`config.mk`:
```
export PLATFORM = sky130hd
export DESIGN_NAME = cnn_layer_top
export DESIGN_NICKNAME = d
export VERILOG_FILES = /design/src/hdl/cnn_pkg.sv /design/src/hdl/cnn_ifs.sv /design/src/hdl/cnn_layer_top.sv /design/src/hdl/conv_pool_unit.sv /design/src/hdl/dram_loader.sv /design/src/hdl/layer_sequencer.sv /design/src/hdl/sram_dp.sv /design/src/hdl/window_scanner.sv
export VERILOG_INCLUDE_DIRS = /design/src /design/src/hdl
export SDC_FILE = /design/constraint.sdc
export NUM_CORES = 1
export LEC_CHECK = 0
export CAP_MARGIN = 15
export CORE_ASPECT_RATIO = 0.6
export CORE_UTILIZATION = 50
export DETAILED_ROUTE_END_ITERATION = 6
export DONT_BUFFER_PORTS = 1
export GPL_ROUTABILITY_DRIVEN = 0
export PLACE_DENSITY = 0.67
export SKIP_LAST_GASP = 1
export SLEW_MARGIN = 20
export SYNTH_ARGS = -nofsm -noshare
export SYNTH_HDL_FRONTEND = slang
export SYNTH_SLANG_ARGS = --single-unit
export TNS_END_PERCENT = 20
```
`constraint.sdc`:
```
create_clock -name clk -period 17.7 [get_ports clk]
set_clock_uncertainty 0.05 [all_clocks]
set_input_delay 1.77 -clock clk [delete_from_list [all_inputs] [get_ports clk]]
set_output_delay 1.77 -clock clk [all_outputs]
set_load 0.02 [all_outputs]
```
`src/hdl/cnn_settings.svh`:
```
`ifndef CNN_SETTINGS_SVH
`define CNN_SETTINGS_SVH

// square image side
`define FMAP_DIM 8

// pixel and weight width
`define PIX_W 8

// wide enough for nine 8x8 products
`define ACC_W 20

`define DRAM_AW 16
`define KERNEL_TAPS 9

// pixels start right after the nine weights
`define PIX_OFFSET 9
`define OUT_MAX 127

`endif

```
`src/hdl/cnn_pkg.sv`:
```
`include "cnn_settings.svh"

package cnn_pkg;

    typedef logic signed [`PIX_W-1:0] pixel_t;
    typedef logic signed [`PIX_W-1:0] weight_t;
    typedef logic signed [`ACC_W-1:0] acc_t;

    typedef logic [`DRAM_AW-1:0] dram_addr_t;

    // one column-parity bank holds half the image
    typedef logic [$clog2(`FMAP_DIM*`FMAP_DIM/2)-1:0] bank_addr_t;
    typedef logic [$clog2(`KERNEL_TAPS)-1:0] tap_idx_t;
    typedef logic [$clog2(`FMAP_DIM)-1:0] coord_t;

    typedef enum logic [1:0]
    {
        PH_LOAD,
        PH_COMPUTE,
        PH_DONE
    } layer_phase_e;

endpackage

```
`src/hdl/cnn_ifs.sv`:
```
// loader side of the weight buffer and the two pixel banks
interface buf_fill_if
    import cnn_pkg::*;
();
    logic       pix_we;
    bank_addr_t pix_addr;
    pixel_t     pix_even;
    pixel_t     pix_odd;
    logic       w_we;
    tap_idx_t   w_addr;
    weight_t    w_data;

    modport filler (
        output pix_we, pix_addr, pix_even, pix_odd,
        output w_we, w_addr, w_data
    );
endinterface

// one tap per valid cycle, scanner to conv unit
interface tap_stream_if
    import cnn_pkg::*;
();
    logic    tap_valid;
    pixel_t  pixel;
    weight_t weight;
    logic    last_tap;
    logic    quad_last;

    modport source (output tap_valid, pixel, weight, last_tap, quad_last);
    modport sink   (input  tap_valid, pixel, weight, last_tap, quad_last);
endinterface

```
`src/hdl/cnn_layer_top.sv`:
```
`include "cnn_settings.svh"

module cnn_layer_top
    import cnn_pkg::*;
(
    input  logic       clk,
    input  logic       reset,
    input  dram_addr_t i_rd_base,
    input  dram_addr_t i_wr_base,
    output dram_addr_t o_rd_addr1,
    output dram_addr_t o_rd_addr2,
    input  pixel_t     i_rd_data1,
    input  pixel_t     i_rd_data2,
    output logic       o_wr_en,
    output dram_addr_t o_wr_addr,
    output pixel_t     o_wr_data,
    output logic       o_done
);

    localparam int BANK_DEPTH = `FMAP_DIM * `FMAP_DIM / 2;

    buf_fill_if   fill_bus ();
    tap_stream_if tap_bus ();

    dram_addr_t rd_base;
    dram_addr_t wr_base;
    logic       load_done;
    logic       scan_start;
    logic       last_write;
    bank_addr_t bank_raddr;
    tap_idx_t   w_raddr;
    pixel_t     bank_even_q;
    pixel_t     bank_odd_q;
    weight_t    weight_q;

    layer_sequencer u_sequencer (
        .clk          (clk),
        .reset        (reset),
        .i_rd_base    (i_rd_base),
        .i_wr_base    (i_wr_base),
        .i_load_done  (load_done),
        .i_last_write (last_write),
        .o_rd_base    (rd_base),
        .o_wr_base    (wr_base),
        .o_scan_start (scan_start),
        .o_done       (o_done)
    );

    dram_loader u_loader (
        .clk         (clk),
        .reset       (reset),
        .i_rd_base   (rd_base),
        .i_rd_data1  (i_rd_data1),
        .i_rd_data2  (i_rd_data2),
        .o_rd_addr1  (o_rd_addr1),
        .o_rd_addr2  (o_rd_addr2),
        .o_load_done (load_done),
        .fill        (fill_bus.filler)
    );

    // column-parity banks share the loader address
    sram_dp #(.T_WORD(pixel_t), .DEPTH(BANK_DEPTH)) u_bank_even (
        .clk     (clk),
        .i_we    (fill_bus.pix_we),
        .i_waddr (fill_bus.pix_addr),
        .i_wdata (fill_bus.pix_even),
        .i_raddr (bank_raddr),
        .o_rdata (bank_even_q)
    );

    sram_dp #(.T_WORD(pixel_t), .DEPTH(BANK_DEPTH)) u_bank_odd (
        .clk     (clk),
        .i_we    (fill_bus.pix_we),
        .i_waddr (fill_bus.pix_addr),
        .i_wdata (fill_bus.pix_odd),
        .i_raddr (bank_raddr),
        .o_rdata (bank_odd_q)
    );

    sram_dp #(.T_WORD(weight_t), .DEPTH(`KERNEL_TAPS)) u_wbuf (
        .clk     (clk),
        .i_we    (fill_bus.w_we),
        .i_waddr (fill_bus.w_addr),
        .i_wdata (fill_bus.w_data),
        .i_raddr (w_raddr),
        .o_rdata (weight_q)
    );

    // end of layer is taken from the last write, not the scan
    window_scanner u_scanner (
        .clk          (clk),
        .reset        (reset),
        .i_scan_start (scan_start),
        .i_bank_even  (bank_even_q),
        .i_bank_odd   (bank_odd_q),
        .i_weight     (weight_q),
        .o_bank_raddr (bank_raddr),
        .o_w_raddr    (w_raddr),
        .o_scan_done  (),
        .taps         (tap_bus.source)
    );

    conv_pool_unit u_conv (
        .clk          (clk),
        .reset        (reset),
        .i_wr_base    (wr_base),
        .o_wr_en      (o_wr_en),
        .o_wr_addr    (o_wr_addr),
        .o_wr_data    (o_wr_data),
        .o_last_write (last_write),
        .taps         (tap_bus.sink)
    );

endmodule

```
`src/hdl/conv_pool_unit.sv`:
```
`include "cnn_settings.svh"

module conv_pool_unit
    import cnn_pkg::*;
(
    input  logic       clk,
    input  logic       reset,
    input  dram_addr_t i_wr_base,
    output logic       o_wr_en,
    output dram_addr_t o_wr_addr,
    output pixel_t     o_wr_data,
    output logic       o_last_write,
    tap_stream_if.sink taps
);

    localparam acc_t CLAMP = acc_t'(`OUT_MAX);
    localparam int   OUT_CNT_W = $clog2(`FMAP_DIM * `FMAP_DIM / 4);

    acc_t                 acc;
    acc_t                 prod;
    acc_t                 win_sum;
    acc_t                 relu;
    acc_t                 pool_max;
    acc_t                 pool_next;
    logic [OUT_CNT_W-1:0] wr_cnt;

    always_comb
    begin
        prod      = acc_t'(taps.pixel) * acc_t'(taps.weight);
        win_sum   = acc + prod;
        relu      = (win_sum < acc_t'(0)) ? acc_t'(0) : win_sum;
        pool_next = (relu > pool_max) ? relu : pool_max;
    end

    always_ff @(posedge clk)
    begin
        if (reset)
        begin
            acc          <= '0;
            pool_max     <= '0;
            wr_cnt       <= '0;
            o_wr_en      <= 1'b0;
            o_last_write <= 1'b0;
        end
        else
        begin
            o_wr_en      <= 1'b0;
            o_last_write <= 1'b0;
            if (taps.tap_valid)
            begin
                if (taps.last_tap)
                begin
                    acc <= '0;
                    // relu output is never negative, so zero seeds the max
                    pool_max <= taps.quad_last ? acc_t'(0) : pool_next;
                end
                else
                begin
                    acc <= win_sum;
                end
                if (taps.quad_last)
                begin
                    o_wr_en      <= 1'b1;
                    o_last_write <= &wr_cnt;
                    wr_cnt       <= wr_cnt + 1'b1;
                end
            end
        end
    end

    always_ff @(posedge clk)
    begin
        if (taps.tap_valid && taps.quad_last)
        begin
            o_wr_addr <= i_wr_base + dram_addr_t'(wr_cnt);
            o_wr_data <= (pool_next > CLAMP) ? pixel_t'(`OUT_MAX) : pixel_t'(pool_next);
        end
    end

endmodule

```
`src/hdl/dram_loader.sv`:
```
`include "cnn_settings.svh"

module dram_loader
    import cnn_pkg::*;
(
    input  logic       clk,
    input  logic       reset,
    input  dram_addr_t i_rd_base,
    input  pixel_t     i_rd_data1,
    input  pixel_t     i_rd_data2,
    output dram_addr_t o_rd_addr1,
    output dram_addr_t o_rd_addr2,
    output logic       o_load_done,
    buf_fill_if.filler fill
);

    localparam int N_WEIGHTS = `KERNEL_TAPS;
    localparam int N_PAIRS   = `FMAP_DIM * `FMAP_DIM / 2;
    localparam int CNT_W     = $clog2(N_WEIGHTS + N_PAIRS);
    localparam logic [CNT_W-1:0] LAST_CNT = CNT_W'(N_WEIGHTS + N_PAIRS - 1);

    logic [CNT_W-1:0] fetch_cnt;
    logic [CNT_W-1:0] pair_idx;
    logic [CNT_W-1:0] fill_cnt;
    logic             busy;
    logic             fill_valid;
    logic             fetch_weight;
    logic             fill_weight;
    dram_addr_t       fetch_off;

    always_comb
    begin
        fetch_weight = (fetch_cnt < CNT_W'(N_WEIGHTS));
        pair_idx     = fetch_cnt - CNT_W'(N_WEIGHTS);
        if (fetch_weight)
        begin
            fetch_off = dram_addr_t'(fetch_cnt);
        end
        else
        begin
            // two row-major neighbours per cycle
            fetch_off = dram_addr_t'(`PIX_OFFSET) + dram_addr_t'({pair_idx, 1'b0});
        end
    end

    assign o_rd_addr1 = i_rd_base + fetch_off;
    assign o_rd_addr2 = fetch_weight ? o_rd_addr1 : o_rd_addr1 + dram_addr_t'(1);

    always_ff @(posedge clk)
    begin
        if (reset)
        begin
            fetch_cnt  <= '0;
            busy       <= 1'b1;
            fill_valid <= 1'b0;
        end
        else
        begin
            fill_valid <= busy;
            if (busy)
            begin
                if (fetch_cnt == LAST_CNT)
                    busy <= 1'b0;
                else
                    fetch_cnt <= fetch_cnt + 1'b1;
            end
        end
    end

    // count follows the DRAM read latency
    always_ff @(posedge clk)
    begin
        fill_cnt <= fetch_cnt;
    end

    assign fill_weight = (fill_cnt < CNT_W'(N_WEIGHTS));

    assign fill.w_we     = fill_valid && fill_weight;
    assign fill.w_addr   = tap_idx_t'(fill_cnt);
    assign fill.w_data   = i_rd_data1;
    assign fill.pix_we   = fill_valid && !fill_weight;
    assign fill.pix_addr = bank_addr_t'(fill_cnt - CNT_W'(N_WEIGHTS));
    assign fill.pix_even = i_rd_data1;
    assign fill.pix_odd  = i_rd_data2;

    assign o_load_done = fill_valid && (fill_cnt == LAST_CNT);

endmodule

```
`src/hdl/layer_sequencer.sv`:
```
module layer_sequencer
    import cnn_pkg::*;
(
    input  logic       clk,
    input  logic       reset,
    input  dram_addr_t i_rd_base,
    input  dram_addr_t i_wr_base,
    input  logic       i_load_done,
    input  logic       i_last_write,
    output dram_addr_t o_rd_base,
    output dram_addr_t o_wr_base,
    output logic       o_scan_start,
    output logic       o_done
);

    layer_phase_e phase;

    always_ff @(posedge clk)
    begin
        if (reset)
        begin
            // bases are sampled for as long as reset is held
            o_rd_base    <= i_rd_base;
            o_wr_base    <= i_wr_base;
            phase        <= PH_LOAD;
            o_scan_start <= 1'b0;
        end
        else
        begin
            o_scan_start <= 1'b0;
            case (phase)
                PH_LOAD:
                begin
                    if (i_load_done)
                    begin
                        phase        <= PH_COMPUTE;
                        o_scan_start <= 1'b1;
                    end
                end
                PH_COMPUTE:
                begin
                    if (i_last_write)
                    begin
                        phase <= PH_DONE;
                    end
                end
                default:
                begin
                    phase <= PH_DONE;
                end
            endcase
        end
    end

    assign o_done = (phase == PH_DONE);

endmodule

```
`src/hdl/sram_dp.sv`:
```
module sram_dp
#(
    parameter type T_WORD = logic [7:0],
    parameter int  DEPTH  = 32
)
(
    input  logic                     clk,
    input  logic                     i_we,
    input  logic [$clog2(DEPTH)-1:0] i_waddr,
    input  T_WORD                    i_wdata,
    input  logic [$clog2(DEPTH)-1:0] i_raddr,
    output T_WORD                    o_rdata
);

    T_WORD mem [DEPTH];

    always_ff @(posedge clk)
    begin
        if (i_we)
        begin
            mem[i_waddr] <= i_wdata;
        end
        // registered read, one cycle after the address
        o_rdata <= mem[i_raddr];
    end

endmodule

```
`src/hdl/window_scanner.sv`:
```
`include "cnn_settings.svh"

module window_scanner
    import cnn_pkg::*;
(
    input  logic       clk,
    input  logic       reset,
    input  logic       i_scan_start,
    input  pixel_t     i_bank_even,
    input  pixel_t     i_bank_odd,
    input  weight_t    i_weight,
    output bank_addr_t o_bank_raddr,
    output tap_idx_t   o_w_raddr,
    output logic       o_scan_done,
    tap_stream_if.source taps
);

    localparam coord_t LAST_ORIGIN = coord_t'(`FMAP_DIM - 2);
    localparam int     CW          = $bits(coord_t);

    logic       active;
    coord_t     quad_row;
    coord_t     quad_col;
    logic [1:0] win_cnt;
    logic [1:0] tap_row;
    logic [1:0] tap_col;

    // pixel index plus one, so the top and left pads stay non-negative
    logic [CW:0] row_ext;
    logic [CW:0] col_ext;
    coord_t      pix_row;
    coord_t      pix_col;
    logic        tap_pad;
    logic        last_tap;
    logic        quad_last;
    logic        final_tap;
    logic        parity_d;
    logic        pad_d;

    always_comb
    begin
        row_ext   = {1'b0, quad_row} + (CW+1)'(win_cnt[1]) + (CW+1)'(tap_row);
        col_ext   = {1'b0, quad_col} + (CW+1)'(win_cnt[0]) + (CW+1)'(tap_col);
        pix_row   = coord_t'(row_ext - 1'b1);
        pix_col   = coord_t'(col_ext - 1'b1);
        tap_pad   = (row_ext == '0) || (row_ext > (CW+1)'(`FMAP_DIM)) ||
                    (col_ext == '0) || (col_ext > (CW+1)'(`FMAP_DIM));
        last_tap  = (tap_row == 2'd2) && (tap_col == 2'd2);
        quad_last = last_tap && (win_cnt == 2'd3);
        final_tap = quad_last && (quad_row == LAST_ORIGIN) && (quad_col == LAST_ORIGIN);
    end

    // even and odd columns share one address per row
    assign o_bank_raddr = bank_addr_t'({pix_row, pix_col[CW-1:1]});
    assign o_w_raddr    = tap_idx_t'(4'(tap_row) * 4'd3 + 4'(tap_col));

    // quad order: (p,q) (p,q+1) (p+1,q) (p+1,q+1)
    always_ff @(posedge clk)
    begin
        if (reset || i_scan_start)
        begin
            active   <= i_scan_start && !reset;
            quad_row <= '0;
            quad_col <= '0;
            win_cnt  <= '0;
            tap_row  <= '0;
            tap_col  <= '0;
        end
        else if (active)
        begin
            if (tap_col == 2'd2)
            begin
                tap_col <= '0;
                if (tap_row == 2'd2)
                begin
                    tap_row <= '0;
                    win_cnt <= win_cnt + 1'b1;
                    if (win_cnt == 2'd3)
                    begin
                        if (quad_col == LAST_ORIGIN)
                        begin
                            quad_col <= '0;
                            quad_row <= quad_row + coord_t'(2);
                            if (quad_row == LAST_ORIGIN)
                                active <= 1'b0;
                        end
                        else
                        begin
                            quad_col <= quad_col + coord_t'(2);
                        end
                    end
                end
                else
                begin
                    tap_row <= tap_row + 1'b1;
                end
            end
            else
            begin
                tap_col <= tap_col + 1'b1;
            end
        end
    end

    // align with the sram read
    always_ff @(posedge clk)
    begin
        if (reset)
        begin
            taps.tap_valid <= 1'b0;
            taps.last_tap  <= 1'b0;
            taps.quad_last <= 1'b0;
            o_scan_done    <= 1'b0;
        end
        else
        begin
            taps.tap_valid <= active;
            taps.last_tap  <= active && last_tap;
            taps.quad_last <= active && quad_last;
            o_scan_done    <= active && final_tap;
        end
    end

    always_ff @(posedge clk)
    begin
        parity_d <= pix_col[0];
        pad_d    <= tap_pad;
    end

    assign taps.pixel  = pad_d ? pixel_t'(0) : (parity_d ? i_bank_odd : i_bank_even);
    assign taps.weight = i_weight;

endmodule

```
==> flow_metrics.env <==
export IMPL_outcome="finished, final reports clean"
export IMPL_first_pass_iters=5
export IMPL_synth_net_count=2320
export IMPL_fin_crit_ns=10.28
export IMPL_synthAdderAreaFrac=0.0743
export IMPL_fmax_mhz=97.3
export IMPL_p_int_mw=2.81
export IMPL_grt_use_total=0.221
export IMPL_synth_edf_count=640
export IMPL_cts_sinks=743
export IMPL_post_cts_buffers=0
export IMPL_area_delta_synth_final_pct=10.6
export IMPL_peakVddDrop_uv=86.7
export IMPL_path_class="register to register"
export IMPL_yosysSeqAreaShare=0.634
export IMPL_min_period_over_period=0.581
export IMPL_crit_start="u_scanner.parity_d"
export IMPL_cp_num_buf_inv=3
export IMPL_yosys_most_used_dff="edfxtp_1"
export IMPL_cts_tree="built"
export IMPL_core_sq_um=66300
export IMPL_wire_per_inst_um=23.5
export IMPL_grt_setup_unrepaired="false"
export IMPL_synthXorXnorAreaFrac=0.0233
export IMPL_switching_share=0.211
export IMPL_clock_path_buffers=3
export IMPL_fin_ws_ns=7.42
export IMPL_htreeDepth=3
export IMPL_total_power_mw=3.57
export IMPL_cts_resized=0
export IMPL_antenna_found_initial=3
export IMPL_slew_viol_final=0
export IMPL_max_slew_margin=0.242
export IMPL_cp_max_fo=31
export IMPL_root_buffer="clkbuf_16"
export IMPL_end_kind="register"
export IMPL_cts_buffers=70
export IMPL_layout_commonest_cell="edfxtp_1"
export IMPL_drc=0
export IMPL_placed_cells=2974
export IMPL_hold_slack_ns=0.387
export IMPL_routed_via_density=5.86
export IMPL_synthCells=2108
export IMPL_wl_um=73100
export IMPL_syn_avg_cell_area_sq_um=15.9
export IMPL_cpPeakStageDelay_ns=0.76
export IMPL_cp_common_cell="fa_1"
export IMPL_switching_power_mw=0.752
export IMPL_synth_compound_area_frac=0.0425
export IMPL_final_hold_viol_count=0
export IMPL_die_h_um=203
export IMPL_seqPwrFrac=0.540
export IMPL_grt_start_max_net_pins=91
export IMPL_crit_path_top_delay_cell="xnor3_1"
export IMPL_io_pins=108
export IMPL_synth_top_family_by_area="multiplexers"
export IMPL_start_kind="register"
export IMPL_port_buffers=0
export IMPL_cts_hold_buf=0
export IMPL_endpoint="u_conv.o_wr_data[2]"
export IMPL_yosysUniqueCellTypes=75
export IMPL_cp_required_ns=18.02
export IMPL_layout_drive_gt1_share=0.177
export IMPL_tns_ns=0
export IMPL_die_area_sq_um=68200
export IMPL_synth_area_sq_um=33500
export IMPL_p_leak_nw=12.7
export IMPL_synth_simple_area_share=0.0677
export IMPL_cts_clk_slew_worst_paths_ns=0.06
export IMPL_final_cell_mix="640 x edfxtp_1, 176 x mux4_2, 158 x inv_1"
export IMPL_maxCapViolCount=0
export IMPL_dp_hpwl_um=46300
export IMPL_async_flop_share=0
export IMPL_overflow=0
export IMPL_power_frac_comb=0.036
export IMPL_reg2reg_from="u_scanner.parity_d"
export IMPL_die_w_um=336
export IMPL_worstPathArrival_ns=10.59
export IMPL_setup_viol=0
export IMPL_grt_pass1_wl_um=112000
export IMPL_vias=18200
export IMPL_floorplan_initialDensity=0.506
export IMPL_crit_family="adder cells"
export IMPL_nNetsFinal=2358
export IMPL_pre_cts_ws_ns=7.30
export IMPL_grt_pass1_vias=18100
export IMPL_synth_seq_cells=743
export IMPL_synthMuxAreaShare=0.131
export IMPL_antenna_left=0
export IMPL_r2r_slack_ns=7.42
export IMPL_yosys_warnings=0
export IMPL_p_per_area_nw_per_um2=96.1
export IMPL_reg2reg_depth=33
export IMPL_r2r_end="u_conv.o_wr_data[2]"
export IMPL_placementRows=73
export IMPL_layoutNonFillerInstCount=3108
export IMPL_path_depth=33
export IMPL_power_frac_clock=0.424
export IMPL_drt_initial_drc_count=1811
export IMPL_tightest_slew_ns=1.12
export IMPL_hp_class="register to register"
export IMPL_clkLatencyLatePin_ns=0.62
## how the worst min path moves through the flow
stage	start	endpoint	slack [ns]	cells past startpoint
2_1_floorplan	u_loader.fetch_cnt[2]	u_loader.fill_cnt[2]	0.28	0
3_3_place_gp	u_loader.fetch_cnt[0]	u_loader.fill_cnt[0]	0.38	0
3_5_place_dp	u_loader.fetch_cnt[0]	u_loader.fill_cnt[0]	0.37	0
4_1_cts	u_loader.fetch_cnt[0]	u_loader.fill_cnt[0]	0.38	0
5_1_grt	u_loader.fetch_cnt[0]	u_loader.fill_cnt[0]	0.40	0
6_report	u_loader.fetch_cnt[0]	u_loader.fill_cnt[0]	0.39	0
## cell families after synthesis
kind of cell | after synthesis
flip-flops | 743
adder cells (fa/ha/maj) | 162
XOR/XNOR | 86
buffers and inverters | 230
AO/OA/AOI/OAI | 209
AND/OR/NAND/NOR | 459
multiplexers | 218
other | 1
## state kept, by name, summed over array words and instances (netlist names), 8 cells and up
| register | count |
|---|---|
| u_sequencer.o_rd_base | 16 |
| u_bank_even.mem | 256 |
| u_conv.acc | 20 |
| u_conv.o_wr_data | 8 |
| u_sequencer.o_wr_base | 16 |
| u_wbuf.mem | 72 |
| u_bank_even.o_rdata | 8 |
| u_bank_odd.o_rdata | 8 |
| u_wbuf.o_rdata | 8 |
| u_conv.pool_max | 20 |
| u_conv.o_wr_addr | 16 |
| u_bank_odd.mem | 256 |
## Yosys cell counts (all sizes together) (2+ instances only)
cell type / n / share of area
edfxtp: 640 / 0.57
mux4: 176 / 0.12
nor2: 160 / 0.018
inv: 158 / 0.018
dfxtp: 103 / 0.061
ha: 100 / 0.037
nand2: 71 / 0.0080
a21oi: 67 / 0.010
fa: 62 / 0.037
and2: 61 / 0.011
xnor2: 58 / 0.015
clkbuf: 48 / 0.0054
nor2b: 39 / 0.0073
o21ai: 37 / 0.0059
nand3: 27 / 0.0040
xor2: 26 / 0.0068
buf: 24 / 0.0033
mux2i: 24 / 0.0072
nor3: 23 / 0.0034
mux2: 18 / 0.0060
nand2b: 17 / 0.0032
a32oi: 16 / 0.0042
nand4: 15 / 0.0028
a21o: 14 / 0.0032
o21a: 12 / 0.0027
a211oi: 10 / 0.0025
and3: 10 / 0.0019
o22a: 8 / 0.0021
or3: 7 / 0.0013
nand3b: 6 / 0.0013
nor3b: 6 / 0.0013
a21boi: 5 / 0.0012
a31oi: 5 / 0.00093
nor4: 5 / 0.00093
o211ai: 5 / 0.0011
a221oi: 4 / 0.0018
or2: 4 / 0.00075
a2111o: 3 / 0.0010
a311oi: 3 / 0.00078
o31ai: 3 / 0.00067
a31o: 2 / 0.00052
and4b: 2 / 0.00063
o211a: 2 / 0.00060
o21bai: 2 / 0.00045
o221ai: 2 / 0.00052
## cell type report
type,count,area (sq um)
fillers,5121,29200
flip-flops and latches,743,21300
multi-input cells,1135,11500
clock buffers,93,1930
well taps,900,1130
inverters,158,593
clock inverters,37,377
repair buffers,38,285
diodes,4,10.0
## power groups by stage
stage / clock network, mW / logic [mW] / registers [mW]
floorplan: 0 / 0.103 / 1.96
detailed placement: 0 / 0.125 / 1.96
CTS: 1.54 / 0.126 / 1.93
finish: 1.51 / 0.127 / 1.93
global route: 1.61 / 0.140 / 1.93
global placement: 0 / 0.122 / 1.96
## metrics by stage
step / area [sq um] / utilization
CTS: 37100 / 0.559
finish: 37100 / 0.560
global route: 37100 / 0.560
detailed placement: 34800 / 0.524
global placement: 34800 / 0.524
floorplan: 33500 / -
## layer usage
metal,up-vias,routed length (um),track usage,part of all wire
met3,85,5610,0.0465,0.077
met4,0,1110,0.0444,0.015
met5,-,0,0,0
met2,618,31400,0.313,0.43
li1,8058,-,-,-
met1,9464,35100,0.351,0.48
Note: power is estimated with default switching activity, not from simulation.
